### config.mk
export PLATFORM = sky130hd
export DESIGN_NAME = l_shl_unit
export DESIGN_NICKNAME = d
export VERILOG_FILES = /design/src/source/l_shl_unit.sv
export SDC_FILE = /design/constraint.sdc
export NUM_CORES = 1
export LEC_CHECK = 0
export BUFFER_PORTS_ARGS = -buffer_cell sky130_fd_sc_hd__buf_2
export CORE_UTILIZATION = 48
export DETAILED_ROUTE_END_ITERATION = 10
export PLACE_DENSITY = 0.79
export SLEW_MARGIN = 40
export SYNTH_ARGS = -nofsm -noshare
export SYNTH_HDL_FRONTEND = slang
export SYNTH_SLANG_ARGS = --single-unit
### constraint.sdc
create_clock -name clock -period 4.9 [get_ports clock]
set_clock_uncertainty 0.2 [all_clocks]
set_input_delay 0.245 -clock clock [delete_from_list [all_inputs] [get_ports clock]]
set_output_delay 0.245 -clock clock [all_outputs]
set_load 0.1 [all_outputs]
### src/source/l_shl_unit.sv
`timescale 1ns/1ps

module l_shl_unit (
	input logic clock,
	input logic reset,
	input logic start,
	input logic [31:0] value,
	input logic [4:0] count,
	output logic [31:0] result,
	output logic done
);

	logic [31:0] acc;
	logic [4:0] remain;
	logic active;

	always_ff @(posedge clock) begin
		if (reset) begin
			active <= 1'b0;
			done <= 1'b0;
			remain <= 5'd0;
		end else if (start) begin
			active <= 1'b1;
			done <= 1'b0;
			remain <= count;
		end else if (active) begin
			if (remain == 5'd0) begin
				active <= 1'b0;
				done <= 1'b1;
			end else begin
				remain <= remain - 5'd1;
			end
		end
	end

	// One bit per cycle, pinned at the sign extreme once it overflows
	always_ff @(posedge clock) begin
		if (start)
			acc <= value;
		else if (active && remain != 5'd0) begin
			if (acc[31] != acc[30])
				acc <= acc[31] ? 32'h8000_0000 : 32'h7fff_ffff;
			else
				acc <= {acc[30:0], 1'b0};
		end
	end

	assign result = acc;

endmodule

# == Word level (Yosys, flattened, before mapping) ==
# Index checks and enable logic that the tools add are counted.
# totals
reg_bits,39
output_inout_bits,33
word_cells,25
input_bits,40
# op_classes
n_eq_ne,2
n_mux,10
add_sub_neg,1
n_reduce_logical,8
# ops
op,count
two-way mux 32 bit,4
two-way mux 5 bit,3
zero test 5 bit,1
nonzero test 5 bit,1
subtractor 5 x 1 -> 5 bit (second input constant),1
AND reduction 2 bit,2
nonzero test 2 bit,2
two-way mux 1 bit,3
!= test 2 bit (second input constant),1
OR reduction 2 bit,1
logical AND 1 bit,1
!= test 1 bit,1

# == Logic depth before layout (Yosys ltp) ==
# logic_depth
ltp_word,4
mapped_depth,6
mapped_depth_nobuf,5

# == Worst setup path before layout ==
# Ideal clock, no wire load.
# synth_timing
path_kind,reg2reg
from,register remain[0]
to,"register acc[0] (netlist: result[0]), enable pin"
path_buffers,0
path_stages_with_launch,5
arrival_ns,2.984
required_time_ns,4.236
slack_ns,1.252
period_less_slack_ns,3.648
path_cell_list,dfxtp_1 -> inv_1 -> ha_1 -> nor4b_1 -> o21ai_0
# synth_between
elab_chain_cells,3
# synth_lines
item,line,text
"start, declared",14,logic [4:0] remain;
"start signal, assigned",25,remain <= count;
"start signal, assigned",31,remain <= remain - 5'd1;
nonzero test 5 bit,40,else if (active && remain != 5'd0) begin
logical AND 1 bit,40,
nonzero test 2 bit (no line),-,
"end signal, assigned",39,acc <= value;
"end signal, assigned",42,acc <= acc[31] ? 32'h8000_0000 : 32'h7fff_ffff;
"end signal, assigned",44,"acc <= {acc[30:0], 1'b0};"
"end, declared",13,logic [31:0] acc;
# No other way between the ends.
# A chain may end at the register's enable or synchronous reset.

# == Worst setup path after layout ==
# layout_timing
from,register acc[31] (netlist: result[31])
to,register acc[7] (netlist: result[7]) (data pin)
# layout_between
elab_chain_cells,4
word_cells_on_any_way,5
classes_between,eq/ne: 1; mux: 4
# layout_lines
item,line,text
two-way mux 32 bit / != test 1 bit (equally long branches),"42, 41",
two-way mux 32 bit (*),41,if (acc[31] != acc[30])
two-way mux 32 bit (*),40,
two-way mux 32 bit (*),38,if (start)
# Every way passes the cells marked *; elsewhere a longest branch is shown, timed or not. The select of a mux whose other input is x is not followed.

==> metrics.txt <==
post-synthesis register bit count 39; Synth area leader edfxtp_1; power share of the sequential group a little under two fifths; total number of vias between 1,500 and 2,000; synth warn 0; Root Driver clkbuf_8; # fillers around 330; crit-path leading delay family simple AND/OR/NAND/NOR gates; Max clock buf depth 2; Synth Area per Inst between 9 and 10 um2; PD cells between 500 and 600 nW/um2; Syn Inst Count roughly 190; antenna cells 0; crit-path max cell delay between 0.5 and 0.6 ns; GPL Wtd Cong 0.7835; Fmax approximately 440 MHz; CTS tree yes; # rows 22; Final Cycle Share between 40 and 50%; combinational fraction of design power 41.3%; DRC Markers 0; vias per std cell ~5.3; Initial Utilization 50.51%; postcts setup bufs 0; HPWL after DPL ~2700 um; CP endpoint kind flip-flop; Worst-Margin Slew between 0.6 and 0.7 ns; final wirelength approximately 4000 um; Synth Flop Type edfxtp_1; CP bufs+invs 1; final setup vio count 0; Hold Crit Depth 3; syn_nets about 230; largest cells by area after synthesis edfxtp_1 52%, a21oi_1 9.1%, o21ai_0 8.9%; Clock Sinks 39; Die Wd 64.30 um; # IOs 73; Slowest-stage cell, CP nor2_4; max_slew headroom 57.55%; Switching Power between 500 and 600 uW; Hold Buf Count CTS 1; multi-input logic area 698.2 um2; sum of negative setup slack 0 ns; Final ANT Viol Nets 0; CP Max Fanout 32; grt ovf 0; distinct cell type count after synthesis 26; H-tree levels 2; clk_lat worst skew 0.29 ns; drt pass-1 iters 5; Hold/Removal Path Class primary input to flip-flop; status finished clean; Final Net Count approximately 300; Post-synth top cells 34 x a21oi_1, 34 x nand2_1, 33 x o21ai_0; static leakage a little over 0.001 uW; drt wl/cell roughly 13 um; clock power share about 22%; RSZ-0062 raised after global routing false; critical path class flip-flop to flip-flop; Startpoint Class flip-flop; DIE AREA ~4100 um2; first-pass GRT wire length about 6400 um; total power between 1000 and 1500 uW; P&R area growth vs syn 28.61%; CTS buffer count 5; GRT Overall Usage 20.34%; post-route cell area 2396 um2; initial antenna violation count 0; # port buffers 72; initial drt markers approximately 180; number of cells on the critical path 5; post-layout minimum cycle time ~2.3 ns; Syn Std Cell Area around 1900 um2; dpl cell area 2263 um2; number of synthesized flops with an enable pin 32; Max-Cap Viols 0; clock slew at reported path FFs 0.08 ns; Reg2Reg Depth 5; post-CTS resize count 0; Slew Viols, Final 0; Async SR Flop Fraction 0%; Worst EP required around 4.8 ns; part of the Yosys area used for sequential elements between 50% and 60%; Internal Power between 600 and 700 uW; die height roughly 64 um; vias in the first global route ~1,400; sequential standard cell area 1101 um2; largest net degree at the start of global routing 73; core area ~3700 um2; Critical Path AT 2.19 ns; CP cell instances inv_1, ha_2, nor2_4, a21oi_1, o21ai_0; fraction of layout cells with a size suffix above 1 approximately a third; worst vdd ir between 0.0002 and 0.00025 V; post-synth top area share slightly above 50%; sw frac between 40% and 50%; Final Hold Viols 0
registers in the layout (all words and copies together), names as in the netlist:
signal,flops
active,1
done,1
remain,5
result,32
through the flow:
stage / std cells / setup slack, ns / hold WS, ns / utilization, %
final: 304 / 2.642 / 0.02661 / 64.96
after global routing: 304 / 2.433 / 0.02825 / 64.96
after CTS: 303 / 2.628 / 0.004523 / 64.69
after detailed placement: 294 / 2.655 / 0.2959 / 61.36
after global placement: 293 / 2.208 / 0.2979 / 60.69
after floorplan: 188 / 1.252 / 0.1898 / -
tightest hold or removal path, cell delays in order:
cell,delay [ns]
buf_2,0.07
nand2_1,0.04
o21ai_0,0.06
cell families after synthesis:
logic type	share of synthesized area, %
AND/OR/NAND/NOR	11.82
adder cells (fa/ha/maj)	2.015
multiplexers	1.209
AO/OA/AOI/OAI	21.29
flip-flops	59.10
buffers and inverters	4.566
area by class of cell:
type	count	share of cell area (%)
Sequential cell	39	45.95
Tap cell	48	2.507
Timing Repair Buffer	75	16.61
Multi-Input combinational cell	127	29.14
Clock buffer	5	2.872
Clock inverter	3	1.828
Inverter	7	1.097
path summary, 6_finish.rpt:
path	from	to	slack (ns)
max	result[31]	result[7]	2.64
min	value[25]	result[25]	0.03
max reg2reg	result[31]	result[7]	2.64
min reg2reg	done	done	0.31
power by group through the flow:
stage	Sequential, uW	Clock, uW	Combinational, uW
floorplan	759	0	117
global placement	457	0	492
detailed placement	457	0	502
CTS	450	269	503
global route	456	286	529
finish	450	265	503
metal layers:
layer	vias to the layer above	track usage [%]	wire length, um
met5	-	0	0
met1	717	28.17	1886
met4	0	6.667	36
li1	819	-	-
met2	64	30.92	1770
met3	5	5.357	287
cells in the final DEF, fill, tap and decap left out:
cell           count
dfxtp_1            7
nor2b_1            1
ha_2               1
clkbuf_8           5
a221oi_1           1
clkinv_2           1
ha_1               2
a311oi_1           1
or4b_4             1
nor4b_1            2
dlygate4sd3_1      2
o21ai_4            1
a21oi_1           34
buf_2             71
bufinv_16          1
a2111oi_2          1
edfxtp_1          32
nand2_1           34
buf_8              1
nor2_1             3
o21ai_0           32
inv_1              7
a311o_1            1
and3_1             1
nor3_1             2
o311ai_0           1
nand3_1            3
mux2_2             2
and3b_1            1
buf_4              1
a211o_2            1
clkinv_4           1
nor2_4             1
(Power assumes the default switching activity.)
