## src/common/lsf_defs.svh

```systemverilog
`ifndef LSF_DEFS_SVH
`define LSF_DEFS_SVH

// Memory address widths
`define LSF_SCRATCH_AW 11
`define LSF_CONST_AW 12

// Host word address width, region in the top two bits
`define LSF_WB_AW 14

// Cosine and slope tables in constant memory, 64-entry aligned
`define LSF_TABLE_BASE 12'h040
`define LSF_SLOPE_BASE 12'h080

// Input coefficients in scratch memory, 16-entry aligned
`define LSF_LSP_BASE 11'h010

// Filter order
`define LSF_ORDER 10

// Host regions
`define LSF_RGN_SCRATCH 2'd0
`define LSF_RGN_CONST 2'd1
`define LSF_RGN_REGS 2'd2

`endif
```

## src/common/lsf_pkg.sv

```systemverilog
`include "lsf_defs.svh"

package lsf_pkg;

	//////////////////////////////////////////////////////////////////////
	// Wishbone classic bus
	//////////////////////////////////////////////////////////////////////

	// Host to port, held stable until ack
	typedef struct packed {
		logic cyc;
		logic stb;
		logic we;
		logic [`LSF_WB_AW-1:0] adr;
		logic [31:0] dat;
	} wb_req_t;

	// Port to host, dat valid with ack
	typedef struct packed {
		logic ack;
		logic [31:0] dat;
	} wb_rsp_t;

	//////////////////////////////////////////////////////////////////////
	// Memory words and operator codes
	//////////////////////////////////////////////////////////////////////

	typedef logic [31:0] scratch_word_t;

	// Q15 table entry
	typedef logic signed [15:0] const_word_t;

	typedef enum logic [2:0] {
		op_add,
		op_sub,
		op_shl,
		op_l_add,
		op_l_mult
	} op_kind_t;

endpackage

```

## src/source/basic_op_unit.sv

```systemverilog
`timescale 1ns/1ps

module basic_op_unit (
	input lsf_pkg::op_kind_t op_sel,
	input logic [31:0] op_a,
	input logic [31:0] op_b,
	output logic [31:0] result
);

	logic signed [15:0] a_16;
	logic signed [15:0] b_16;
	logic signed [16:0] sum_16;
	logic signed [16:0] diff_16;
	logic signed [31:0] shl_wide;
	logic signed [15:0] shl_16;
	logic signed [32:0] sum_32;
	logic signed [31:0] prod;

	// Clamp a 17-bit result into Q15 range
	function automatic logic [15:0] sat_16(input logic signed [16:0] v);
		if (v > 17'sd32767)
			return 16'h7fff;
		else if (v < -17'sd32768)
			return 16'h8000;
		else
			return v[15:0];
	endfunction

	assign a_16 = op_a[15:0];
	assign b_16 = op_b[15:0];
	assign sum_16 = a_16 + b_16;
	assign diff_16 = a_16 - b_16;
	assign shl_wide = 32'(a_16) <<< op_b[3:0];
	assign sum_32 = $signed(op_a) + $signed(op_b);
	assign prod = a_16 * b_16;

	// Negative count shifts right
	always_comb begin
		if (b_16 < -16'sd15)
			shl_16 = {16{a_16[15]}};
		else if (b_16 < 16'sd0)
			shl_16 = a_16 >>> (-b_16);
		else if (b_16 > 16'sd15)
			shl_16 = (a_16 == 16'sd0) ? 16'sd0 : (a_16[15] ? 16'sh8000 : 16'sh7fff);
		else if (shl_wide > 32'sd32767)
			shl_16 = 16'sh7fff;
		else if (shl_wide < -32'sd32768)
			shl_16 = 16'sh8000;
		else
			shl_16 = shl_wide[15:0];
	end

	always_comb begin
		case (op_sel)
			lsf_pkg::op_add: result = 32'($signed(sat_16(sum_16)));
			lsf_pkg::op_sub: result = 32'($signed(sat_16(diff_16)));
			lsf_pkg::op_shl: result = 32'(shl_16);
			lsf_pkg::op_l_add: begin
				if (sum_32[32] != sum_32[31])
					result = sum_32[32] ? 32'h8000_0000 : 32'h7fff_ffff;
				else
					result = sum_32[31:0];
			end
			// Only -1 * -1 overflows after doubling
			lsf_pkg::op_l_mult: begin
				if (prod == 32'sh4000_0000)
					result = 32'h7fff_ffff;
				else
					result = prod <<< 1;
			end
			default: result = '0;
		endcase
	end

endmodule

```

## config.mk

```make
export PLATFORM = sky130hd
export DESIGN_NAME = basic_op_unit
export DESIGN_NICKNAME = d
export VERILOG_FILES = /design/src/common/lsf_pkg.sv /design/src/source/basic_op_unit.sv
export VERILOG_INCLUDE_DIRS = /design/src /design/src/common
export SDC_FILE = /design/constraint.sdc
export NUM_CORES = 1
export LEC_CHECK = 0
export BUFFER_PORTS_ARGS = -buffer_cell sky130_fd_sc_hd__buf_2
export CORE_MARGIN = 2
export CORE_UTILIZATION = 33
export DETAILED_ROUTE_END_ITERATION = 12
export PLACE_DENSITY_LB_ADDON = 0.15
export SYNTH_ARGS = -nofsm -noshare
export SYNTH_HDL_FRONTEND = slang
export SYNTH_SLANG_ARGS = --single-unit
```

## constraint.sdc

```tcl
create_clock -name vclk -period 8.8
set_input_delay 0.88 -clock vclk [all_inputs]
set_output_delay 0.88 -clock vclk [all_outputs]
set_load 0.05 [all_outputs]
```

== Word level (Yosys, flattened, before mapping) ==
Cells that the tools add are included.

* Register bits after elaboration: 0
* Bits of input ports: 67
* Output and inout bits: 32

* $add $sub $neg: 4
* $mul: 1
* Order comparisons: 9
* Eq/ne operators: 6
* Shift-type cells: 2
* Multiplexer cells: 15
* Reduce and logical (&&, ||, !) cells: 2

{| class="wikitable"
|+ Operators with widths
! operator !! number
|-
| 16-bit two-way mux || 11
|-
| 32-bit one-hot mux with 5 select lines || 1
|-
| 32-bit two-way mux || 3
|-
| 17-bit by 16-bit > comparator with 1-bit output, second input constant || 2
|-
| 17-bit by 16-bit less-than comparator with 1-bit output, second input constant || 2
|-
| 32-bit by 32-bit adder with 33-bit output || 1
|-
| 32-bit equality test, second input constant || 1
|-
| 32-bit by 16-bit > comparator with 1-bit output, second input constant || 1
|-
| 32-bit by 16-bit less-than comparator with 1-bit output, second input constant || 1
|-
| 16-bit by 16-bit multiplier with 32-bit output || 1
|-
| 16-bit by 4-bit <<< shifter with 32-bit output || 1
|-
| 16-bit by 16-bit adder with 17-bit output || 1
|-
| 16-bit by 16-bit subtractor with 17-bit output || 1
|-
| 16-bit by 5-bit > comparator with 1-bit output, second input constant || 1
|-
| 16-bit zero test || 1
|-
| 16-bit by 1-bit less-than comparator with 1-bit output, second input constant || 1
|-
| 16-bit by 5-bit less-than comparator with 1-bit output, second input constant || 1
|-
| 16-bit negator || 1
|-
| 16-bit by 16-bit >>> shifter with 16-bit output || 1
|-
| 3-bit by 2-bit equality test with 1-bit output, second input constant || 2
|-
| 3-bit by 1-bit equality test with 1-bit output, second input constant || 1
|-
| 3-bit equality test, second input constant || 1
|-
| 3-bit zero test || 1
|-
| 1-bit != test || 1
|}

== Depth between registers and ports, before layout ==
* Depth after elaboration: 8
* Gate-level depth with buffers: 30

== Worst setup path after synthesis ==
OpenSTA, ideal clock, no wires.

* Path kind: in2out
* Start point: in op_b[3]
* End point: out result[13]
* Arrival: 8.452 ns
* Required time: 7.920 ns
* Setup slack: -0.532 ns
* Stages: 24
* Buffers on the path: 6
* Cell sequence: clkbuf_1 -> clkbuf_1 -> clkbuf_1 -> clkbuf_1 -> nand2_1 -> fa_1 -> inv_1 -> fa_1 -> fa_1 -> fa_1 -> fa_1 -> fa_1 -> ha_1 -> clkbuf_1 -> and3_1 -> nand3_1 -> a211oi_1 -> mux2_1 -> nor2_1 -> o2111ai_1 -> nor4_2 -> nor3_2 -> buf_2 -> o2111ai_1

* Longest elaborated chain between the ends: 8
* Elaborated cells on any way between the ends: 31
* Classes of those cells: add/sub: 4; mul: 1; order compare: 9; eq/ne: 2; shift: 2; mux: 13

{| class="wikitable"
|+ RTL lines
! element !! RTL line !! text
|-
| from (decl) || basic_op_unit.sv:6 || <nowiki>input logic [31:0] op_b,</nowiki>
|-
| branches (longest 7 deep; another with 16-bit by 16-bit multiplier with 32-bit output) || - ||
|-
| 32-bit one-hot mux with 5 select lines * || basic_op_unit.sv:54 || <nowiki>case (op_sel)</nowiki>
|-
| to (decl) || basic_op_unit.sv:7 || <nowiki>output logic [31:0] result</nowiki>
|}

Mark *: on every way between the ends.

== Worst setup path in the final report ==
* Start point: in op_b[5]
* End point: out result[12]

* Longest elaborated chain between the ends: 5
* Elaborated cells on any way between the ends: 26
* Classes of those cells: add/sub: 4; mul: 1; order compare: 7; eq/ne: 2; shift: 1; mux: 11

{| class="wikitable"
|+ RTL lines
! element !! RTL line
|-
| branches (longest 4 deep; another with 16-bit by 16-bit multiplier with 32-bit output) || -
|-
| 32-bit one-hot mux with 5 select lines * || basic_op_unit.sv:54
|}

Marked as above.

==> impl_results.md <==
* Number of different library cells in the post-synthesis netlist at 92
* Final core area utilization at 0.394
* Total grt overflow at 0
* Synth Instances at between 2000 and 2500
* Kind of end point of the critical path: output pin
* Synthesized net count at 2499
* Number of cells after detailed placement at between 2000 and 3000
* Critical path endpoint: result[12]
* Tightest Hold Check Type: in -> out
* Antenna violations before repair at 4
* Type of the worst setup path: in -> out
* First-pass detailed-route iteration total at 7
* Post-synth top area cell: fa_1
* Final worst path period share at 0.970
* Finished Layout Cells at roughly 2900
* Initial standard-cell utilization of the core at 0.334
* Adder-cell share of the synthesized area at 0.427
* Total wire length at around 66 mm
* Number of DRC violations after detailed routing at 0
* Count of sequential standard cells at 0
* Total of warnings raised by yosys at 0
* Core Region at ~49000 um^2
* Combined area of the multi-input logic cells at about 15000 um^2
* Cell with the most instances after synthesis: inv_1
* Worst setup path start: op_b[5]
* # port buffers at between 90 and 100
* Number of global-route vias before repair at around 16000
* Worst-Margin Slew at approximately 1.1 ns
* Max frequency at approximately 0.12 GHz
* Number of nets with antenna violations after routing at 0
* Global-route usage over all layers at 0.260
* Post-DP HPWL at approximately 56 mm
* Top post-synthesis cells by area: fa_1 (32%), ha_1 (10%), inv_1 (6.2%)
* Combined flip-flop and latch cell area at 0 um^2
* I/O pin count at 99
* Fill cell count at ~5200
* Chip height at roughly 230 um
* Final count of pins violating max slew at 0
* Share of layout cells above drive strength 1 at 0.195
* CLK BUF at 0
* Total number of nets in the final design at ~2700
* Leading post-synthesis cells by instance count: inv_1 (269), fa_1 (264), nand2_1 (207)
* Placer congestion estimate at between 0.9 and 1
* Hold WS at around 2.5 ns
* Result of the run: finished clean
* Endpoint required time on the critical path at about 7.9 ns
* Final setup violating endpoints at 0
* Number of hold buffers added after CTS at 0
* Die ar. at ~51000 um^2
* Proportion of netlist area held by the largest area contributor at 0.324
* Xor/xnor share of the synthesized area at 0.0317
* Maximum number of pins on one net before global-route repair at 31
* Portion of netlist area occupied by mux cells at 0.0485
* Synthesized cell area at approximately 16000 um^2
* Average detailed-routed wire length per instance at between 20 and 25 um
* Crit path time final at ~8.5 ns
* Global-route wire length before repair at about 100 mm
* Count of vias placed by the detailed router at 15913
* Maximum fanout count along the critical path at 7
* Average via count per standard cell at roughly 5.5
* Slew Limit Headroom at 0.244
* Per-instance average area after synthesis at 8.01 um^2
* Complex-gate fraction of the synthesized area at 0.190
* Final hold violations at 0
* Synthesized-area fraction occupied by and/or/nand/nor cells at 0.206
* Arrival time reported for the critical path endpoint at ~7.7 ns
* Critical path launch point type: input pin
* Max-cap check violation count at 0
* 1st-iter DRT viols at roughly 1200
* Layout Area Growth over Synthesis at 18.1%
* Die X-Extent at 226 um
* Largest family of logic cells by synthesized area: adder cells
* Row count at approximately 80
* Post-synthesis sequential area ratio at 0
* Start point of the worst hold path: op_sel[1]
-- how the worst min path moves through the flow --
stage	endpoint	slack [ns]	depth (start not counted)
2_1_floorplan	result[0]	2.27	2
3_3_place_gp	result[7]	2.50	4
3_5_place_dp	result[7]	2.52	4
4_1_cts	result[7]	2.51	4
5_1_grt	result[7]	2.49	4
6_report	result[7]	2.48	4
-- worst max-delay path, stage by stage --
cell	delay, ns
buf_2	0.13
buf_4	0.18
and2_1	0.16
fa_1	0.51
fa_1	0.55
inv_1	0.06
fa_1	0.50
inv_1	0.06
fa_1	0.48
fa_1	0.58
fa_1	0.54
ha_2	0.40
nand4_1	0.13
a21oi_1	0.20
buf_4	0.17
a21boi_2	0.27
o31ai_1	0.16
nand2_1	0.14
o2111ai_1	0.13
a31o_2	0.29
nor4_2	0.28
buf_4	0.26
nor3_4	0.06
buf_12	0.19
o2111ai_1	0.09
buf_4	0.24
-- final cells by class --
class,count,share of cell area
inverter,276,0.0538
timing repair buffer,312,0.119
tap,664,0.0432
antenna,4,0.000520
multi-input combinational,1628,0.783
-- placed cells by master, fill, tap and decap left out, types with 12 or more instances in the layout --
master and n:
mux4_2 16, nor2_1 117, nor2b_1 19, nor3b_1 13
o21a_1 16, a31oi_1 16, nand3_1 40, a22oi_1 16
ha_1 119, a21o_1 35, xor2_1 16, fa_1 261
a21oi_1 100, o211ai_1 24, nand4_1 23, and2_1 110
nand2_1 205, mux2i_1 26, buf_2 58, a211oi_1 18
o21ai_0 62, nor3_1 28, and3_1 13, nor4_1 17
nand2b_1 16, buf_4 232, xnor2_1 41, inv_1 268
o31ai_1 14, mux2_2 12, o21ai_1 14
-- repair_timing --
action,4_1_cts,5_1_grt
setup buffers,0,9
gates cloned,0,2
pin swaps,1,25
endpoints found under the hold margin,0,0
setup endpoints to repair,31,32
gates resized for setup,11,125
-- cell families (layout without fill, tap and decap cells) --
| kind of cell | count (synthesis) | count (layout) |
|---|---|---|
| other | 0 | 4 |
| multiplexers | 57 | 57 |
| buffers and inverters | 409 | 588 |
| AO/OA/AOI/OAI | 449 | 449 |
| adder cells (fa/ha/maj) | 397 | 397 |
| AND/OR/NAND/NOR | 664 | 666 |
| XOR/XNOR | 59 | 59 |
-- layer usage --
layer,track usage,share of wire,vias up
met3,0.0221,0.059,75
li1,-,-,7306
met2,0.411,0.46,527
met5,0,0,-
met4,0.0603,0.026,0
met1,0.382,0.46,8005
-- stage by stage --
stage | area (um^2) | setup WS [ns] | TNS [ns]
global route | 19200 | -0.0160 | -0.0257
detailed placement | 18700 | -0.207 | -4.58
CTS | 18700 | 0.00652 | 0
floorplan | 16300 | 0.00578 | 0
finish | 19200 | 0.266 | 0
global placement | 18700 | -0.204 | -4.78
Power is not shown: default switching activity piles up to over one toggle a cycle in this logic, so the estimate is an artifact.
