`src/common/lsf_defs.svh`:
```
`ifndef LSF_DEFS_SVH
`define LSF_DEFS_SVH

// Memory address widths
`define LSF_SCRATCH_AW 11
`define LSF_CONST_AW 12

// Host word address width, region in the top two bits
`define LSF_WB_AW 14

// Cosine and slope tables in constant memory, 64-entry aligned
`define LSF_TABLE_BASE 12'h040
`define LSF_SLOPE_BASE 12'h080

// Input coefficients in scratch memory, 16-entry aligned
`define LSF_LSP_BASE 11'h010

// Filter order
`define LSF_ORDER 10

// Host regions
`define LSF_RGN_SCRATCH 2'd0
`define LSF_RGN_CONST 2'd1
`define LSF_RGN_REGS 2'd2

`endif
```
`src/common/lsf_pkg.sv`:
```
`include "lsf_defs.svh"

package lsf_pkg;

	//////////////////////////////////////////////////////////////////////
	// Wishbone classic bus
	//////////////////////////////////////////////////////////////////////

	// Host to port, held stable until ack
	typedef struct packed {
		logic cyc;
		logic stb;
		logic we;
		logic [`LSF_WB_AW-1:0] adr;
		logic [31:0] dat;
	} wb_req_t;

	// Port to host, dat valid with ack
	typedef struct packed {
		logic ack;
		logic [31:0] dat;
	} wb_rsp_t;

	//////////////////////////////////////////////////////////////////////
	// Memory words and operator codes
	//////////////////////////////////////////////////////////////////////

	typedef logic [31:0] scratch_word_t;

	// Q15 table entry
	typedef logic signed [15:0] const_word_t;

	typedef enum logic [2:0] {
		op_add,
		op_sub,
		op_shl,
		op_l_add,
		op_l_mult
	} op_kind_t;

endpackage

```
`src/lsp_lsf/lsp_lsf.sv`:
```
`timescale 1ns/1ps
`include "lsf_defs.svh"

module lsp_lsf (
	input logic clock,
	input logic reset,
	input logic start,
	output logic done,
	input logic [`LSF_SCRATCH_AW-1:0] lsf_base,
	output logic [`LSF_SCRATCH_AW-1:0] scratch_rd_addr,
	output logic [`LSF_SCRATCH_AW-1:0] scratch_wr_addr,
	output lsf_pkg::scratch_word_t scratch_wr_data,
	output logic scratch_wr_en,
	input lsf_pkg::scratch_word_t scratch_rd_data,
	output logic [`LSF_CONST_AW-1:0] const_rd_addr,
	input lsf_pkg::const_word_t const_rd_data,
	output lsf_pkg::op_kind_t op_sel,
	output logic [31:0] op_a,
	output logic [31:0] op_b,
	input logic [31:0] op_result,
	output logic shift_start,
	output logic [31:0] shift_value,
	output logic [4:0] shift_count,
	input logic [31:0] shift_result,
	input logic shift_done
);

	localparam logic [`LSF_CONST_AW-1:0] table_base = `LSF_TABLE_BASE;
	localparam logic [`LSF_CONST_AW-1:0] slope_base = `LSF_SLOPE_BASE;
	localparam logic [`LSF_SCRATCH_AW-1:0] lsp_base = `LSF_LSP_BASE;
	localparam logic [3:0] last_coef = 4'(`LSF_ORDER - 1);

	typedef enum logic [3:0] {
		s_idle,
		s_fetch,
		s_cmp,
		s_dec,
		s_diff,
		s_mult,
		s_shift,
		s_index,
		s_write,
		s_next
	} state_t;

	state_t state, state_n;
	logic [5:0] ind, ind_n;
	logic [3:0] cnt, cnt_n;
	logic [31:0] tmp, tmp_n;

	logic [`LSF_CONST_AW-1:0] table_addr;
	logic [`LSF_CONST_AW-1:0] slope_addr;
	logic [`LSF_SCRATCH_AW-1:0] lsp_addr;
	logic [`LSF_SCRATCH_AW-1:0] out_addr;

	// Aligned bases let the index be concatenated in
	assign table_addr = {table_base[`LSF_CONST_AW-1:6], ind};
	assign slope_addr = {slope_base[`LSF_CONST_AW-1:6], ind};
	assign lsp_addr = {lsp_base[`LSF_SCRATCH_AW-1:4], cnt};
	assign out_addr = {lsf_base[`LSF_SCRATCH_AW-1:4], cnt};

	always_ff @(posedge clock) begin
		if (reset) begin
			state <= s_idle;
			ind <= 6'd63;
			cnt <= last_coef;
		end else begin
			state <= state_n;
			ind <= ind_n;
			cnt <= cnt_n;
		end
	end

	always_ff @(posedge clock) begin
		tmp <= tmp_n;
	end

	always_comb begin
		state_n = state;
		ind_n = ind;
		cnt_n = cnt;
		tmp_n = tmp;
		done = 1'b0;
		scratch_rd_addr = lsp_addr;
		scratch_wr_addr = out_addr;
		scratch_wr_data = '0;
		scratch_wr_en = 1'b0;
		const_rd_addr = table_addr;
		op_sel = lsf_pkg::op_add;
		op_a = '0;
		op_b = '0;
		shift_start = 1'b0;
		shift_value = '0;
		shift_count = 5'd0;

		case (state)
			s_idle: begin
				if (start)
					state_n = s_fetch;
			end
			// Table entry and input coefficient read together
			s_fetch: begin
				state_n = s_cmp;
			end
			// Search stops once table[ind] - lsp[i] is non-negative
			s_cmp: begin
				op_sel = lsf_pkg::op_sub;
				op_a = 32'(const_rd_data);
				op_b = {16'd0, scratch_rd_data[15:0]};
				if (!op_result[15]) begin
					tmp_n = scratch_rd_data;
					state_n = s_diff;
				end else begin
					state_n = s_dec;
				end
			end
			s_dec: begin
				op_sel = lsf_pkg::op_sub;
				op_a = {26'd0, ind};
				op_b = 32'd1;
				ind_n = op_result[5:0];
				state_n = s_fetch;
			end
			// Table entry still on the read port, slope requested
			s_diff: begin
				op_sel = lsf_pkg::op_sub;
				op_a = {16'd0, tmp[15:0]};
				op_b = 32'(const_rd_data);
				tmp_n = op_result;
				const_rd_addr = slope_addr;
				state_n = s_mult;
			end
			s_mult: begin
				op_sel = lsf_pkg::op_l_mult;
				op_a = {16'd0, tmp[15:0]};
				op_b = 32'(const_rd_data);
				shift_start = 1'b1;
				shift_value = op_result;
				shift_count = 5'd3;
				state_n = s_shift;
			end
			// Round into the high half
			s_shift: begin
				if (shift_done) begin
					op_sel = lsf_pkg::op_l_add;
					op_a = shift_result;
					op_b = 32'h0000_8000;
					tmp_n = op_result;
					state_n = s_index;
				end
			end
			// Low half now free for ind << 8
			s_index: begin
				op_sel = lsf_pkg::op_shl;
				op_a = {26'd0, ind};
				op_b = 32'd8;
				tmp_n = {tmp[31:16], op_result[15:0]};
				state_n = s_write;
			end
			s_write: begin
				op_sel = lsf_pkg::op_add;
				op_a = {16'd0, tmp[31:16]};
				op_b = {16'd0, tmp[15:0]};
				scratch_wr_data = {16'd0, op_result[15:0]};
				scratch_wr_en = 1'b1;
				state_n = s_next;
			end
			s_next: begin
				if (cnt == 4'd0) begin
					done = 1'b1;
					ind_n = 6'd63;
					cnt_n = last_coef;
					state_n = s_idle;
				end else begin
					// Index carries over, inputs run downward
					op_sel = lsf_pkg::op_sub;
					op_a = {28'd0, cnt};
					op_b = 32'd1;
					cnt_n = op_result[3:0];
					state_n = s_fetch;
				end
			end
			default: begin
				state_n = s_idle;
			end
		endcase
	end

endmodule

```
`config.mk`:
```
export PLATFORM = sky130hd
export DESIGN_NAME = lsp_lsf
export DESIGN_NICKNAME = d
export VERILOG_FILES = /design/src/common/lsf_pkg.sv /design/src/lsp_lsf/lsp_lsf.sv
export VERILOG_INCLUDE_DIRS = /design/src /design/src/common
export SDC_FILE = /design/constraint.sdc
export NUM_CORES = 1
export LEC_CHECK = 0
export ABC_AREA = 1
export BUFFER_PORTS_ARGS = -buffer_cell sky130_fd_sc_hd__buf_2
export CAP_MARGIN = 20
export CORE_AREA = 3 3 115 117
export DETAILED_ROUTE_END_ITERATION = 12
export DIE_AREA = 0 0 118 120
export PLACE_DENSITY_LB_ADDON = 0.25
export SLEW_MARGIN = 20
export SYNTH_ARGS = -nofsm -noshare
export SYNTH_HDL_FRONTEND = slang
export SYNTH_SLANG_ARGS = --single-unit
```
`constraint.sdc`:
```
create_clock -name clock -period 4.9 [get_ports clock]
set_clock_uncertainty 0.1 [all_clocks]
set_input_delay 0.735 -clock clock [delete_from_list [all_inputs] [get_ports clock]]
set_output_delay 0.735 -clock clock [all_outputs]
set_load 0.02 [all_outputs]
```
Yosys cells after proc, flatten, opt, wreduce, memory -nomap -nowiden. Index checks and enable logic that the tools add are counted.

Equality and inequality tests: 13. Multiplexer cells: 28. Bitwise gates (word level): 1. Reductions and logical operators: 12.

Operators by type and width (number): $pmux 32 s7 (1); $pmux 32 s6 (1); $mux 32 (4); $pmux 32 s4 (1); $pmux 4 s10 (1); $mux 16 (2); $eq 4x3->1 const B (4); $mux 4 (4); $pmux 3 s5 (1); $pmux 6 s2 (1); $eq 4x2->1 const B (2); $eq 4x4->1 const B (2); $logic_not 4->1 (2); $mux 8 (1); $ne 2x2->1 const B (4); $mux 1 (7); $mux 6 (1); $eq 4x1->1 const B (1); $mux 2 (2); $reduce_and 2->1 (2); $reduce_and 4->1 (1); $reduce_bool 4->1 (1); $reduce_or 2->1 (2); $mux 3 (1); other kinds (5) (5).

Register bits: 46. Bits of input ports: 127. Output and inout port bits: 173. Logic and storage cells: 59.

Logic depth before layout (Yosys ltp).
Depth after elaboration: 3. Gate-level depth with buffers: 10. Gate-level depth less buffers: 9.

Worst setup path after synthesis. No wires, ideal clock.

Path type: register to output. From: register state[1]. To: output port shift_value[10]. Arrival: 1.617 ns. Path slack: 2.448 ns. Stages on the path, launching flop included: 8. Path buffers: 2. Path through: dfxtp_1 > buf_4 > inv_2 > nand2_2 > nor2_1 > inv_1 > buf_2 > nor2_1.

Longest elaborated chain between the ends: 2.

Ends and longest elaborated chain: start: declaration (RTL line lsp_lsf.sv:46) `state_t state, state_n;`; start signal: assignment (RTL line lsp_lsf.sv:64) `state <= s_idle;`; start signal: assignment (RTL line lsp_lsf.sv:68) `state <= state_n;`; $eq 4x3->1 (RTL line lsp_lsf.sv:96) `case (state)`; $mux 32 (RTL line lsp_lsf.sv:96); end: declaration (RTL line lsp_lsf.sv:22) `output logic [31:0] shift_value,`.

No other way between the ends.

Final worst setup path.
From: register state[1]. To: output port op_a[15].

Longest elaborated chain between the ends: 3. Elaborated cells on any way between the ends: 11. Classes of those cells: eq/ne (8); mux (1); reduce/logical (2).

Ends and longest elaborated chain: $eq 4x3->1 / $eq 4x2->1 (equally long branches) (RTL line lsp_lsf.sv:96); $reduce_or 2->1 (no source line); $pmux 32 s6 * (RTL line lsp_lsf.sv:96); end: declaration (RTL line lsp_lsf.sv:18) `output logic [31:0] op_a,`.

Mark *: on every way between the ends. The rest lies on a longest branch, timed or not.

==> results.yml <==
run_status:
  outcome: "completed"
detailed_routing:
  avgViaCountPerCell: 4.45
  wl_per_cell_um: 15.3
  remaining_drc_errors: 0
  wl_um: 14400
  ant_nets: 0
  vias: 4197
  drt_iter0_markers: 214
  drtPass1Iterations: 4
power:
  switching_power_w: 0.000534
  netSwitchingFraction: 0.378
  ir_drop_mv: 0.115
  powerDensity_nw_per_um2: 290
  p_int_w: 0.000880
  clkPwrFrac: 0.277
  pwr-share-seq: 0.368
  p_leak_nw: 2.87
  p_total_w: 0.00141
  combPwrFrac: 0.355
min_path:
  hp-class: "flop to flop"
worst_setup_path:
  crit_type: "flop to output pin"
  critPathLaunchType: "flop"
  required_ns: 4.07
  worstPathMaxFanout: 22
  crit_arrival_ns: 2.73
  endpoint_kind: "output pin"
finish:
  fin_nets: 898
  drive_above_1_share: 0.363
  n_antenna_cell: 0
  area_delta_synth_final_pct: 33.4
cts:
  cts_inserted_buffers: 5
  cts_tree: "yes"
  clock_path_buffers: 2
  cts_setup_buffers: 0
  postCtsResizedCells: 0
  clkLatencyLatePin_ns: 0.29
  path_clk_slew_ns: 0.07
  htree_num_levels: 2
  clock-sinks: 46
  root_buffer: "clkbuf_16"
  cts_hold_buf: 0
floorplan:
  die_h_um: 120
  dieArea_sq_um: 14200
  ios: 300
  die_x_um: 118
  fp.coreArea_sq_um: 12500
  rows: 41
  start_util: 0.293
timing:
  rsz0062_at_grt: "false"
  finalSetupTns_ns: 0
  setup-violations-final: 0
  hold_viol: 0
  maxSlewViolCount: 0
  setup_ws_ns: 1.34
  worstMarginPinSlew_ns: 0.902
  slew_headroom: 0.399
  fin_crit_ns: 3.56
  max_freq_ghz: 0.281
  finalCritPeriodShare: 0.727
global_route:
  grt_use_total: 0.196
  antenna_found_initial: 1
  first_global_vias: 3888
  overflow: 0
  grt_first_pass_wirelength_um: 21800
  grt_max_degree: 38
place:
  io_buffers: 251
  gp_congestion: 0.860
  dpl_worst_slack_ns: 1.66
  dp_hpwl_um: 11300
yosys:
  syn_area_per_cell_sq_um: 6.48
  synth_seq_cells: 46
  syn_inst: 564
  synth_area_sq_um: 3660
  ys_types: 25
  yosysWarnings: 0
  ys_seq_area_frac: 0.339
job:
  drv_cap: 0
## sequential cells by signal (all words and copies together), names as in the netlist
register	count
cnt	4
state	4
ind	6
tmp	32
## power groups by stage
| stage | Clock, W | Sequential (W) | Combinational (W) |
|---|---|---|---|
| after floorplan | 0 | 0.000516 | 0.000354 |
| after global placement | 0 | 0.000529 | 0.000503 |
| after detailed placement | 0 | 0.000528 | 0.000504 |
| after CTS | 0.000400 | 0.000520 | 0.000506 |
| after global routing | 0.000415 | 0.000526 | 0.000556 |
| final | 0.000391 | 0.000520 | 0.000502 |
## layout by cell type, fill, tap and decap left out
cell type / synthesis / layout
buf_2: 21 / 251
nand2_1: 196 / 196
nor2_1: 64 / 64
inv_1: 56 / 55
o21ai_0: 34 / 34
edfxtp_1: 32 / 32
conb_1: 2 / 30
a21oi_1: 16 / 14
dfxtp_1: 14 / 14
nand4_1: 11 / 11
inv_2: 7 / 8
o21ai_1: 8 / 8
o211ai_1: 8 / 8
nor3_1: 7 / 7
nand3_1: 7 / 7
nor2_2: 5 / 5
clkbuf_16: 0 / 5
o2111ai_1: 4 / 4
nand2_2: 3 / 3
buf_4: 59 / 3
nor2_4: 2 / 2
a22oi_1: 2 / 2
o22ai_1: 2 / 2
clkbuf_1: 2 / 2
o221ai_1: 1 / 1
a21oi_4: 0 / 1
a21oi_2: 0 / 1
a31oi_1: 1 / 1
bufinv_16: 0 / 1
## layout make-up
type | instances | area, sq um
Timing Repair Buffer | 254 | 1280
Clock inverter | 1 | 30.0
Multi-Input combinational cell | 401 | 1740
Clock buffer | 7 | 133
Tap cell | 172 | 215
Sequential cell | 46 | 1240
Fill cell | 1413 | 7590
Inverter | 63 | 236
## through the flow
stage / utilization / area (sq um) / hold WS [ns] / std cells
5_1_grt: 0.391 / 4880 / 0.459 / 944
3_5_place_dp: 0.378 / 4710 / 0.419 / 936
2_1_floorplan: - / 3760 / 0.468 / 592
4_1_cts: 0.391 / 4870 / 0.429 / 944
3_3_place_gp: 0.378 / 4710 / 0.408 / 936
6_report: 0.391 / 4880 / 0.428 / 944
## cells in the mapped netlist
master,number,share of area
nor2_2,5,0.0086
a22oi_1,2,0.0041
conb_1,2,0.0021
o221ai_1,1,0.0024
edfxtp_1,32,0.26
nor2_1,64,0.066
o22ai_1,2,0.0034
clkbuf_1,2,0.0021
inv_1,56,0.057
nor3_1,7,0.0096
nand2_2,3,0.0051
nand2_1,196,0.20
nand4_1,11,0.019
nor2_4,2,0.0062
o211ai_1,8,0.016
dfxtp_1,14,0.077
o21ai_1,8,0.011
inv_2,7,0.0072
a21oi_1,16,0.022
buf_2,21,0.029
a31oi_1,1,0.0017
o21ai_0,34,0.047
nand3_1,7,0.0096
o2111ai_1,4,0.0096
buf_4,59,0.12
## path summary, 6_finish.rpt
check            from  endpoint  slack [ns]  cells past startpoint
max          state[1]  op_a[15]        1.34                      7
min            ind[1]    ind[1]        0.43                      2
max reg2reg  state[1]   tmp[10]        2.30                      6
min reg2reg    ind[1]    ind[1]        0.43                      2
## routing by layer
| layer | vias up | share of wire | GRT usage |
|---|---|---|---|
| met1 | 1867 | 0.42 | 0.254 |
| met5 | - | 0.00049 | 0 |
| li1 | 2106 | - | - |
| met4 | 2 | 0.014 | 0.0505 |
| met3 | 14 | 0.087 | 0.0490 |
| met2 | 208 | 0.48 | 0.328 |
## cell families (layout without fill, tap and decap cells)
| family | Yosys count | in the layout | share of synthesized area |
|---|---|---|---|
| simple gates | 295 | 295 | 0.325 |
| buf+inv | 145 | 325 | 0.217 |
| compound gates | 76 | 76 | 0.117 |
| flops | 46 | 46 | 0.339 |
| other cells | 2 | 30 | 0.00205 |
## critical path, stage by stage, from the launching register on
cell	delay [ns]
dfxtp_1	0.50
inv_2	0.09
nor2_2	0.13
nand2_1	0.47
inv_2	0.56
nand2_2	0.30
nand4_1	0.18
buf_2	0.18
(Power assumes the default switching activity.)
