[src/common/lsf_defs.svh]
`ifndef LSF_DEFS_SVH
`define LSF_DEFS_SVH

// Memory address widths
`define LSF_SCRATCH_AW 11
`define LSF_CONST_AW 12

// Host word address width, region in the top two bits
`define LSF_WB_AW 14

// Cosine and slope tables in constant memory, 64-entry aligned
`define LSF_TABLE_BASE 12'h040
`define LSF_SLOPE_BASE 12'h080

// Input coefficients in scratch memory, 16-entry aligned
`define LSF_LSP_BASE 11'h010

// Filter order
`define LSF_ORDER 10

// Host regions
`define LSF_RGN_SCRATCH 2'd0
`define LSF_RGN_CONST 2'd1
`define LSF_RGN_REGS 2'd2

`endif
[src/common/lsf_pkg.sv]
`include "lsf_defs.svh"

package lsf_pkg;

	//////////////////////////////////////////////////////////////////////
	// Wishbone classic bus
	//////////////////////////////////////////////////////////////////////

	// Host to port, held stable until ack
	typedef struct packed {
		logic cyc;
		logic stb;
		logic we;
		logic [`LSF_WB_AW-1:0] adr;
		logic [31:0] dat;
	} wb_req_t;

	// Port to host, dat valid with ack
	typedef struct packed {
		logic ack;
		logic [31:0] dat;
	} wb_rsp_t;

	//////////////////////////////////////////////////////////////////////
	// Memory words and operator codes
	//////////////////////////////////////////////////////////////////////

	typedef logic [31:0] scratch_word_t;

	// Q15 table entry
	typedef logic signed [15:0] const_word_t;

	typedef enum logic [2:0] {
		op_add,
		op_sub,
		op_shl,
		op_l_add,
		op_l_mult
	} op_kind_t;

endpackage

[src/source/lsf_host_port.sv]
`timescale 1ns/1ps
`include "lsf_defs.svh"

module lsf_host_port (
	input logic clock,
	input logic reset,
	input lsf_pkg::wb_req_t wb_req,
	output lsf_pkg::wb_rsp_t wb_rsp,
	output logic start,
	output logic [`LSF_SCRATCH_AW-1:0] lsf_base,
	input logic done,
	// Engine side
	input logic [`LSF_SCRATCH_AW-1:0] eng_scratch_rd_addr,
	input logic [`LSF_SCRATCH_AW-1:0] eng_scratch_wr_addr,
	input lsf_pkg::scratch_word_t eng_scratch_wr_data,
	input logic eng_scratch_wr_en,
	input logic [`LSF_CONST_AW-1:0] eng_const_rd_addr,
	// Memory side
	output logic [`LSF_SCRATCH_AW-1:0] scratch_rd_addr,
	output logic [`LSF_SCRATCH_AW-1:0] scratch_wr_addr,
	output lsf_pkg::scratch_word_t scratch_wr_data,
	output logic scratch_wr_en,
	input lsf_pkg::scratch_word_t scratch_rd_data,
	output logic [`LSF_CONST_AW-1:0] const_rd_addr,
	output logic [`LSF_CONST_AW-1:0] const_wr_addr,
	output lsf_pkg::const_word_t const_wr_data,
	output logic const_wr_en,
	input lsf_pkg::const_word_t const_rd_data
);

	logic busy;
	logic done_flag;
	logic ack_q;
	logic [1:0] rgn_q;
	logic [31:0] reg_dat_q;
	logic [1:0] rgn;
	logic is_mem;
	logic accept;
	logic ctrl_wr;

	//////////////////////////////////////////////////////////////////////
	// Decode and handshake
	//////////////////////////////////////////////////////////////////////

	assign rgn = wb_req.adr[`LSF_WB_AW-1 -: 2];
	assign is_mem = (rgn == `LSF_RGN_SCRATCH) || (rgn == `LSF_RGN_CONST);

	// Memory held off while the engine owns the RAMs
	assign accept = wb_req.cyc && wb_req.stb && !ack_q && !(is_mem && busy);
	assign ctrl_wr = accept && wb_req.we && (rgn == `LSF_RGN_REGS) && !wb_req.adr[0];

	always_ff @(posedge clock) begin
		if (reset) begin
			ack_q <= 1'b0;
			busy <= 1'b0;
			done_flag <= 1'b0;
			start <= 1'b0;
			lsf_base <= '0;
		end else begin
			ack_q <= accept;
			start <= 1'b0;
			if (ctrl_wr) begin
				done_flag <= 1'b0;
				if (wb_req.dat[0] && !busy) begin
					start <= 1'b1;
					busy <= 1'b1;
					lsf_base <= wb_req.dat[26:16];
				end
			end
			// Engine completion wins over a same-cycle clear
			if (done) begin
				busy <= 1'b0;
				done_flag <= 1'b1;
			end
		end
	end

	always_ff @(posedge clock) begin
		if (accept) begin
			rgn_q <= rgn;
			if (rgn != `LSF_RGN_REGS)
				reg_dat_q <= '0;
			else if (wb_req.adr[0])
				reg_dat_q <= {30'd0, done_flag, busy};
			else
				reg_dat_q <= {5'd0, lsf_base, 16'd0};
		end
	end

	always_comb begin
		wb_rsp.ack = ack_q;
		case (rgn_q)
			`LSF_RGN_SCRATCH: wb_rsp.dat = scratch_rd_data;
			`LSF_RGN_CONST: wb_rsp.dat = {16'd0, const_rd_data};
			default: wb_rsp.dat = reg_dat_q;
		endcase
	end

	//////////////////////////////////////////////////////////////////////
	// RAM port ownership
	//////////////////////////////////////////////////////////////////////

	always_comb begin
		const_wr_addr = wb_req.adr[`LSF_CONST_AW-1:0];
		const_wr_data = wb_req.dat[15:0];
		const_wr_en = accept && wb_req.we && (rgn == `LSF_RGN_CONST);
		if (busy) begin
			scratch_rd_addr = eng_scratch_rd_addr;
			scratch_wr_addr = eng_scratch_wr_addr;
			scratch_wr_data = eng_scratch_wr_data;
			scratch_wr_en = eng_scratch_wr_en;
			const_rd_addr = eng_const_rd_addr;
		end else begin
			scratch_rd_addr = wb_req.adr[`LSF_SCRATCH_AW-1:0];
			scratch_wr_addr = wb_req.adr[`LSF_SCRATCH_AW-1:0];
			scratch_wr_data = wb_req.dat;
			scratch_wr_en = accept && wb_req.we && (rgn == `LSF_RGN_SCRATCH);
			const_rd_addr = wb_req.adr[`LSF_CONST_AW-1:0];
		end
	end

endmodule

[config.mk]
export PLATFORM = sky130hd
export DESIGN_NAME = lsf_host_port
export DESIGN_NICKNAME = d
export VERILOG_FILES = /design/src/common/lsf_pkg.sv /design/src/source/lsf_host_port.sv
export VERILOG_INCLUDE_DIRS = /design/src /design/src/common
export SDC_FILE = /design/constraint.sdc
export NUM_CORES = 1
export LEC_CHECK = 0
export BUFFER_PORTS_ARGS = -buffer_cell sky130_fd_sc_hd__buf_2
export CAP_MARGIN = 10
export CORE_AREA = 8 8 112 114
export DETAILED_ROUTE_END_ITERATION = 12
export DIE_AREA = 0 0 120 122
export SLEW_MARGIN = 5
export SYNTH_ARGS = -nofsm -noshare
export SYNTH_HDL_FRONTEND = slang
export SYNTH_SLANG_ARGS = --single-unit
[constraint.sdc]
create_clock -name clock -period 2.08 [get_ports clock]
set_input_delay 0.416 -clock clock [delete_from_list [all_inputs] [get_ports clock]]
set_output_delay 0.416 -clock clock [all_outputs]
set_load 0.02 [all_outputs]
== Word-level counts from Yosys, hierarchy flattened ==
Cells that the tools add are included.

* Register bits after elaboration: 49
* Bits in latches: 0
* RAM bits: 0
* Bits in read-only memories: 0
* Input port bits: 167
* Output and inout bits: 141
* Logic and storage cells: 47
* Memories kept: 0

* $add $sub $neg: 0
* $mul: 0
* Divide/modulo/power cells: 0
* Order comparisons: 0
* Equal/unequal tests: 4
* Shifts and indexed selects: 0
* Mux-type cells: 9
* Bitwise gates (word level): 2
* Reduce and logical (&&, ||, !) cells: 23

{| class="wikitable"
|+ Operator list
! cell !! number
|-
| 32-bit case mux with 2 select lines || 1
|-
| 32-bit two-way mux || 1
|-
| 11-bit two-way mux || 2
|-
| 12-bit two-way mux || 1
|-
| 1-bit logical AND || 10
|-
| 2-bit OR reduction || 4
|-
| 2-bit by 1-bit == test with 1-bit output, second input constant || 2
|-
| 1-bit logical NOT || 4
|-
| 2-bit logical NOT || 2
|-
| 1-bit two-way mux || 4
|-
| 2-bit == test, second input constant || 1
|-
| 2-bit inequality test, second input constant || 1
|-
| 1-bit inverter || 2
|-
| 2-bit AND reduction || 1
|-
| 2-bit nonzero test || 1
|-
| 1-bit logical OR || 1
|}

== Longest topological paths before layout ==
Gate-level depths: netlist of the first run.

* Depth in word-level cells: 10
* Gate-level depth with buffers: 5
* Gate-level depth less buffers: 3

== Least setup slack after synthesis of the first run ==
Ideal clock, no wire load.

* Kind: flip-flop to flip-flop
* Start: reg busy
* End: reg reg_dat_q[0] (enable)
* Setup time: 406 ps
* Arrival: 1729 ps
* Required time: 1674 ps
* Slack: -55 ps
* Stages on the path, launching flop included: 4
* Buffers on the path: 1
* Clock period less this slack: 2135 ps
* Path through: dfxtp_1 -> buf_2 -> and2b_1 -> nor3_1

* Longest elaborated chain between the ends: 3

{| class="wikitable"
|+ Ends and longest elaborated chain
! element !! RTL line !! source
|-
| from (decl) || lsf_host_port.sv:31 || <nowiki>logic busy;</nowiki>
|-
| from (signal assigned) || lsf_host_port.sv:55 || <nowiki>busy <= 1'b0;</nowiki>
|-
| from (signal assigned) || lsf_host_port.sv:66 || <nowiki>busy <= 1'b1;</nowiki>
|-
| from (signal assigned) || lsf_host_port.sv:72 || <nowiki>busy <= 1'b0;</nowiki>
|-
| 1-bit logical AND || lsf_host_port.sv:49 || <nowiki>assign accept = wb_req.cyc && wb_req.stb && !ack_q && !(is_mem && busy);</nowiki>
|-
| 1-bit logical NOT || lsf_host_port.sv:49 ||
|-
| 1-bit logical AND || lsf_host_port.sv:49 ||
|-
| net accept || lsf_host_port.sv:38 || <nowiki>logic accept;</nowiki>
|-
| to (signal assigned) || lsf_host_port.sv:84 || <nowiki>reg_dat_q <= {30'd0, done_flag, busy};</nowiki>
|-
| to (signal assigned) || lsf_host_port.sv:86 || <nowiki>reg_dat_q <= {5'd0, lsf_base, 16'd0};</nowiki>
|-
| to (decl) || lsf_host_port.sv:35 || <nowiki>logic [31:0] reg_dat_q;</nowiki>
|}

The timed path passes the listed nets, and every way through them passes these cells.
A chain may end at the register's enable or synchronous reset.

== Worst setup path after layout of the first run ==
* Start: reg busy
* End: out scratch_wr_data[18]

* Longest elaborated chain between the ends: 1

{| class="wikitable"
|+ Ends and longest elaborated chain
! element !! RTL line !! source
|-
| 32-bit two-way mux || lsf_host_port.sv:107 || <nowiki>if (busy) begin</nowiki>
|-
| to (decl) || lsf_host_port.sv:21 || <nowiki>output lsf_pkg::scratch_word_t scratch_wr_data,</nowiki>
|}

Every way passes these cells.

==> run_results.csv, run 1 <==
group,metric,value,unit
clock_network,clock_latency,0.28,ns
drt,drtIter0Drc,90,
timing,fin_crit,1.92,ns
global_route,antenna_found_initial,1,
clock_network,cts_tree,"done",
clock_network,clock_sinks,30,
layout,final_cells,718,
timing,max_freq,520,MHz
timing,setup_viol,0,
worst_setup_path,critPathLaunchType,"flop",
worst_setup_path,cp_max_fo,30,
layout,fillCellCount,1106,
synthesis,syn-num-nets,471,
synthesis,synth_compound_gate_area_share,5.27,%
worst_setup_path,crit_arrival,1.51,ns
placement,place.port_buffers,307,
synthesis,seq_area_frac_synth,29.0,%
layout,multiInputGateArea,1530,um^2
power_and_ir_drop,p_leak,2.26,nW
layout,most-common-layout-cells,"307 x buf_2, 70 x nand2_1, 33 x nand2b_1, 33 x mux2_2, 27 x mux2i_1",
clock_network,cts_hold_buf,0,
layout,regArea,752,um^2
clock_network,clockBufferDepth,2,
clock_network,htree_levels,2,
placement,place.gp.congestion,0.831,
timing,post-route-period-util,92.5,%
placement,placed_cells_incl_taps,710,
drt,vias,3044,
placement,pre_cts_slack,0.441,ns
synthesis,synth_top_family_by_area,"simple AND/OR/NAND/NOR gates",
power_and_ir_drop,power.density,415,nW/um^2
synthesis,synth_fa_ha_area_share,0,%
synthesis,avgSynthCellArea,8.52,um^2
global_route,track_usage,14.0,%
min_path,hold_path.class,"input port to flop",
synthesis,synth-seq-cells,30,
timing,worst_slack,0.156,ns
layout,antenna-diode-count,0,
clock_network,cts_buffers,5,
clock_network,postCtsSetupBuffers,0,
die,core,10700,um^2
synthesis,netlist_area,2590,um^2
layout,area_delta_synth_final,60.5,%
global_route,grt_first_pass_wirelength,16800,um
run_status,status,"finished clean",
die,start_util,24.2,%
timing,slew-limit-headroom,76.3,%
drt,wl_per_cell,15.9,um
drt,antenna_left,0,
synthesis,ys_types,28,
timing,tightestPinTransition,0.355,ns
timing,hold_violations,0,
clock_network,cts_resized,0,
die,dieArea,14600,um^2
drt,viasPerCell,4.24,
job,maxCapViolCount,0,
timing,fin_skew,0.00336,ns
synthesis,synth_xor_xnor_area_share,0,%
synthesis,synth_simple_gate_area_share,28.1,%
die,die_w,120,um
layout,drive_gt1_share,62.5,%
global_route,grt_pass1_vias,3315,
timing,rsz0062_at_grt,"no",
die,io_pins,308,
layout,mostFrequentLayoutCell,"buf_2",
die,num_rows,38,
worst_setup_path,crit_path_end_kind,"output pin",
worst_setup_path,worstPathRequired,1.66,ns
drt,post-route-drc-count,0,
global_route,grt_max_degree,55,
power_and_ir_drop,total_power,1.72,mW
drt,first_pass_iters,4,
placement,post-dp-hpwl,9950,um
clock_network,cts_root_buf,"clkbuf_8",
drt,postRouteWirelength,11400,um
timing,fin_tns_setup,0,ns
timing,slew_viol_final,0,
clock_network,path_clk_slew,0.07,ns
worst_setup_path,crit_type,"flop to output pin",
power_and_ir_drop,peakVddDrop,189,uV
synthesis,synthMuxAreaShare,24.8,%
synthesis,syn_inst,304,
synthesis,yosysWarnings,0,
layout,nNetsFinal,744,
global_route,gr-total-overflow,0,
layout,final_util,38.8,%
die,fp.dieH,122,um
cells in the mapped netlist:
master	n	area, um^2
o21a_1	1	7.51
and2b_1	1	7.51
and2_2	1	7.51
mux2i_1	27	270
nor2_1	17	63.8
and3_1	2	12.5
nor3_1	1	5.00
inv_1	2	7.51
and2_1	15	93.8
o41ai_1	2	17.5
edfxtp_1	15	450
nor4b_1	1	8.76
mux2_2	33	372
nor2b_1	1	6.26
nand2_1	70	263
buf_12	1	20.0
o21ai_0	2	10.0
nor4_1	1	6.26
nor3b_2	1	12.5
buf_4	30	225
nor4bb_1	1	10.0
nand4b_4	1	23.8
a22o_1	11	96.3
clkbuf_1	8	30.0
dfxtp_1	15	300
buf_2	10	50.1
a21oi_1	1	5.00
nand2b_1	33	206
stage by stage:
stage | cell area, um^2 | hold slack, ns
floorplan | 2590 | 0.438
global placement | 4070 | 0.469
detailed placement | 4070 | 0.471
CTS | 4150 | 0.384
global route | 4150 | 0.396
finish | 4150 | 0.391
flip-flops by register name, indices dropped and copies added, names as in the netlist:
| register | count |
|---|---|
| done_flag | 1 |
| reg_dat_q | 13 |
| rgn_q | 2 |
| busy | 1 |
| start | 1 |
| lsf_base | 11 |
| ack_q | 1 |
path summary, 6_finish.rpt:
check                  from                  end  slack (ns)  cells past startpoint
setup reg to reg      ack_q         lsf_base[10]        0.64                      4
hold reg to reg   done_flag            done_flag        0.48                      2
setup / recovery       busy  scratch_wr_data[18]        0.16                      3
hold / removal         done            done_flag        0.39                      3
critical path: stages, from the launching register on:
cell	delay [ns]
dfxtp_2	0.35
buf_4	0.33
mux2_2	0.38
buf_2	0.16
final cells by class:
| type | instances | share of cell area (%) |
|---|---|---|
| well taps | 140 | 4.22 |
| flip-flops and latches | 30 | 18.1 |
| multi-input cells | 223 | 36.7 |
| inverters | 2 | 0.181 |
| clock inverters | 3 | 0.392 |
| repair buffers | 315 | 38.7 |
| clock buffers | 5 | 1.66 |
power breakdown:
group / leakage (nW) / total [mW] / internal, mW / switching [mW]
Sequential: 0.268 / 0.638 / 0.632 / 0.00592
Clock: 0.0416 / 0.452 / 0.229 / 0.224
Combinational: 1.95 / 0.634 / 0.276 / 0.358
kinds of logic after synthesis:
kind of cell           count (synthesis)
and+or+nand+nor                      146
muxes                                 60
buffers and inverters                 51
DFF                                   30
AOI/OAI and AO/OA                     17
per-layer routing:
metal / part of all wire [%] / GRT usage [%]
met1: 35 / 14.0
met2: 53 / 26.9
met3: 11 / 5.41
met4: 0.61 / 2.65
met5: 0.070 / 0
Power figures use the tool's default switching activity.
==> run 2, diff against run 1 <==
Settings changed: BUFFER_PORTS_ARGS -buffer_cell sky130_fd_sc_hd__buf_2 to -buffer_cell sky130_fd_sc_hd__clkbuf_2.
==> run_results.csv, run 2 (synthesis gave the netlist of run 1 again) <==
group,metric,value,unit
timing,slew_viol_final,0,
worst_setup_path,crit_type,"flop to output pin",
power_and_ir_drop,peakVddDrop,208,uV
timing,fin_tns_setup,0,ns
clock_network,clock_sinks,30,
global_route,grt_pass1_vias,3295,
drt,first_pass_iters,4,
placement,place.port_buffers,307,
drt,drtIter0Drc,104,
placement,post-dp-hpwl,9960,um
layout,final_util,39.0,%
die,dieArea,14600,um^2
die,fp.dieH,122,um
die,io_pins,308,
drt,viasPerCell,4.30,
run_status,status,"finished clean",
die,start_util,24.2,%
clock_network,cts_resized,0,
clock_network,clockBufferDepth,2,
timing,setup_viol,0,
worst_setup_path,critPathLaunchType,"flop",
clock_network,clock_latency,0.27,ns
worst_setup_path,worstPathRequired,1.66,ns
timing,slew-limit-headroom,75.6,%
layout,top_regs,"reg_dat_q x13, lsf_base x11, rgn_q x2",
global_route,grt_max_degree,56,
timing,fin_skew,0.00519,ns
global_route,gr-total-overflow,0,
die,core,10700,um^2
worst_setup_path,crit_path_end_kind,"output pin",
worst_setup_path,crit_arrival,1.48,ns
timing,hold_violations,0,
drt,vias,3090,
placement,place.gp.congestion,0.821,
power_and_ir_drop,p_leak,2.30,nW
layout,final_area,4170,um^2
timing,post-route-period-util,90.9,%
layout,nNetsFinal,744,
global_route,track_usage,13.8,%
layout,drive_gt1_share,62.5,%
clock_network,htree_levels,2,
layout,most-common-layout-cells,"307 x clkbuf_2, 70 x nand2_1, 33 x nand2b_1, 33 x mux2_2, 27 x mux2i_1",
layout,multiInputGateArea,1530,um^2
global_route,grt_first_pass_wirelength,16500,um
job,maxCapViolCount,0,
timing,rsz0062_at_grt,"no",
die,num_rows,38,
die,die_w,120,um
layout,area_delta_synth_final,61.0,%
min_path,min_from,"done",
timing,fin_crit,1.89,ns
global_route,antenna_found_initial,1,
drt,wl_per_cell,15.3,um
worst_setup_path,startpoint,"busy",
worst_setup_path,cp_max_fo,55,
layout,fillCellCount,1107,
drt,post-route-drc-count,0,
layout,mostFrequentLayoutCell,"clkbuf_2",
layout,regArea,752,um^2
clock_network,cts_buffers,5,
drt,antenna_left,0,
drt,postRouteWirelength,11000,um
clock_network,path_clk_slew,0.06,ns
timing,tightestPinTransition,0.365,ns
timing,max_freq,529,MHz
min_path,hold_path.class,"input port to flop",
clock_network,cts_hold_buf,0,
clock_network,cts_root_buf,"clkbuf_8",
placement,place_area,4080,um^2
worst_setup_path,timing.rr.start,"ack_q",
layout,regMostFlops,"reg_dat_q",
power_and_ir_drop,power.density,411,nW/um^2
layout,largest_reg_flops,13,
clock_network,postCtsSetupBuffers,0,
clock_network,cts_tree,"done",
-- run 2: per-stage QoR --
step           power (mW)  setup WS (ns)  cells  hold WS, ns
2_1_floorplan        1.01          0.202    304        0.438
5_1_grt              1.83         0.0766    719        0.386
4_1_cts              1.74          0.169    718        0.370
3_5_place_dp         1.30          0.413    710        0.472
6_report             1.71          0.189    719        0.379
3_3_place_gp         1.29          0.381    710        0.462
-- run 2: final cells by class --
type                            instances  area share [%]
Multi-Input combinational cell        223            36.6
Clock buffer                            5            1.65
Inverter                                2           0.180
Timing Repair Buffer                  315            38.9
Antenna cell                            1          0.0600
Tap cell                              140            4.20
Sequential cell                        30            18.0
Clock inverter                          3           0.390
-- run 2: report_power, final --
group          total [mW]  switching (mW)  leakage [nW]  internal [mW]
Sequential          0.640         0.00768         0.268          0.632
Combinational       0.634           0.360          1.99          0.274
Clock               0.440           0.212        0.0416          0.228
Total                1.71           0.580          2.30           1.13
-- run 2: path summary, 6_finish.rpt --
| check | end | slack [ns] | cells after the start |
|---|---|---|---|
| setup / recovery | scratch_wr_data[12] | 0.19 | 3 |
| hold / removal | done_flag | 0.38 | 3 |
| setup reg to reg | lsf_base[4] | 0.66 | 4 |
| hold reg to reg | done_flag | 0.47 | 2 |
-- run 2: worst max-delay path, stage by stage, from the launching register on --
cell      delay (ns)
dfxtp_2         0.43
buf_12          0.25
mux2_2          0.36
clkbuf_2        0.16
-- run 2: per-layer routing --
metal / wire length, um / vias up / GRT usage, %
met2: 5920 / 168 / 26.1
li1: - / 1540 / -
met3: 1100 / 7 / 5.23
met4: 85 / 0 / 3.20
met5: 0 / - / 0
met1: 3900 / 1375 / 14.0
==> run 3, diff against run 2 <==
Settings changed: CORE_AREA 8 8 112 114 to 8 8 114 116, DIE_AREA 0 0 120 122 to 0 0 122 124.
Clock period 2.08 ns to 1.8 ns, I/O delays scaled along.
==> run_results.csv, run 3 (synthesis gave the netlist of run 1 again) <==
group,metric,value,unit
clock_network,cts_buffers,5,
worst_setup_path,cp_max_fo,21,
timing,slew-limit-headroom,75.8,%
worst_setup_path,critPathLaunchType,"flop",
drt,post-route-drc-count,0,
min_path,hold_path.class,"input port to flop",
worst_setup_path,crit_arrival,1.38,ns
global_route,antenna_found_initial,1,
drt,postRouteWirelength,11300,um
power_and_ir_drop,power.density,557,nW/um^2
worst_setup_path,r2r_cells,4,
timing,setup_viol,0,
power_and_ir_drop,p_leak,2.40,nW
layout,nNetsFinal,750,
job,maxCapViolCount,0,
timing,hold_violations,0,
timing,fin_crit,1.74,ns
global_route,grt_first_pass_wirelength,16000,um
layout,mostFrequentLayoutCell,"clkbuf_2",
drt,vias,3074,
power_and_ir_drop,peakVddDrop,418,uV
die,fp.dieH,124,um
drt,wl_per_cell,15.6,um
global_route,grt_pass1_vias,3196,
layout,antenna-diode-count,0,
drt,m1WireLength,3870,um
global_route,gr-total-overflow,0,
die,die_w,122,um
layout,regMostFlops,"reg_dat_q",
timing,max_freq,573,MHz
layout,area_delta_synth_final,69.2,%
die,num_rows,39,
die,start_util,23.2,%
worst_setup_path,path_cells,"buf_12 > mux2_2 > buf_4",
layout,most-common-layout-cells,"298 x clkbuf_2, 70 x nand2_1, 33 x nand2b_1, 33 x mux2_2, 27 x mux2i_1",
layout,top_regs,"reg_dat_q x13, lsf_base x11, rgn_q x2",
worst_setup_path,slowest_stage,"dfxtp_4",
power_and_ir_drop,total_power,2.44,mW
layout,largest_reg_flops,13,
min_path,hold_depth,3,
global_route,grt_max_degree,46,
timing,fin_tns_setup,0,ns
timing,slew_viol_final,0,
clock_network,cts_hold_buf,0,
timing,rsz0062_at_grt,"yes",
clock_network,clock_sinks,30,
drt,drtIter0Drc,80,
timing,tightestPinTransition,0.363,ns
drt,viasPerCell,4.23,
worst_setup_path,crit_path_max_incr_delay,0.42,ns
drt,top_layer,"met5",
clock_network,cts_tree,"done",
run_status,status,"finished clean",
drt,antenna_left,0,
die,io_pins,308,
die,core,11200,um^2
layout,drive_gt1_share,63.2,%
drt,wl_met2,6150,um
clock_network,path_clk_slew,0.05,ns
worst_setup_path,crit_path_end_kind,"output pin",
timing,fin_skew,0.00476,ns
placement,place.port_buffers,307,
placement,place.gp.congestion,0.864,
worst_setup_path,crit_type,"flop to output pin",
die,dieArea,15100,um^2
timing,post-route-period-util,96.9,%
clock_network,htree_levels,2,
clock_network,clock_latency,0.27,ns
drt,dr_wl_met3,1170,um
drt,first_pass_iters,4,
clock_network,cts_root_buf,"clkbuf_16",
clock_network,clockBufferDepth,2,
global_route,track_usage,13.1,%
worst_setup_path,worstPathRequired,1.44,ns
placement,post-dp-hpwl,10000,um
## run 3: worst max-delay path: cells and delay by family, from the launching register on
family   cells  cell delay (ns)
mux          1             0.35
flops        1             0.42
buf+inv      2             0.34
## run 3: repair_timing
action                                  4_1_cts  5_1_grt
endpoints found under the setup margin       28       27
cloned                                        0        1
hold endpoints to repair                      0        0
gates resized for setup                       1       18
buffers inserted                              0        1
## run 3: metal layers
layer  up-vias  track usage [%]
met4         2             2.93
met1      1356             13.3
li1       1546                -
met3         9             4.90
met5         -                0
met2       161             25.0
## run 3: where the power goes
part           total [mW]  switching, mW  internal, mW
clock               0.956          0.267         0.689
sequential          0.738        0.00705         0.731
combinational       0.745          0.422         0.323
total                2.44          0.696          1.74
## run 3: stage by stage
step	instances	instance area (um^2)	utilization (%)	worst slack, ns	hold WS [ns]
final	727	4380	39.2	0.0562	0.345
after detailed placement	717	4140	37.0	0.208	0.467
after CTS	725	4310	38.6	0.0114	0.341
after floorplan	304	2600	-	0.0227	0.438
after global placement	717	4140	37.0	0.193	0.463
after global routing	727	4380	39.2	-0.00343	0.373
## run 3: cell type report
class / count / area (um^2)
well taps: 143 / 179
repair buffers: 321 / 1720
fillers: 1125 / 6790
flip-flops and latches: 30 / 754
inverters: 2 / 7.51
clock buffers: 7 / 143
clock inverters: 1 / 30.0
multi-input cells: 223 / 1550
## run 3: final timing paths
kind	startpoint	end	slack [ns]
setup / recovery	busy	const_rd_addr[11]	0.06
hold / removal	done	done_flag	0.35
setup reg to reg	busy	reg_dat_q[25]	0.37
hold reg to reg	done_flag	done_flag	0.47
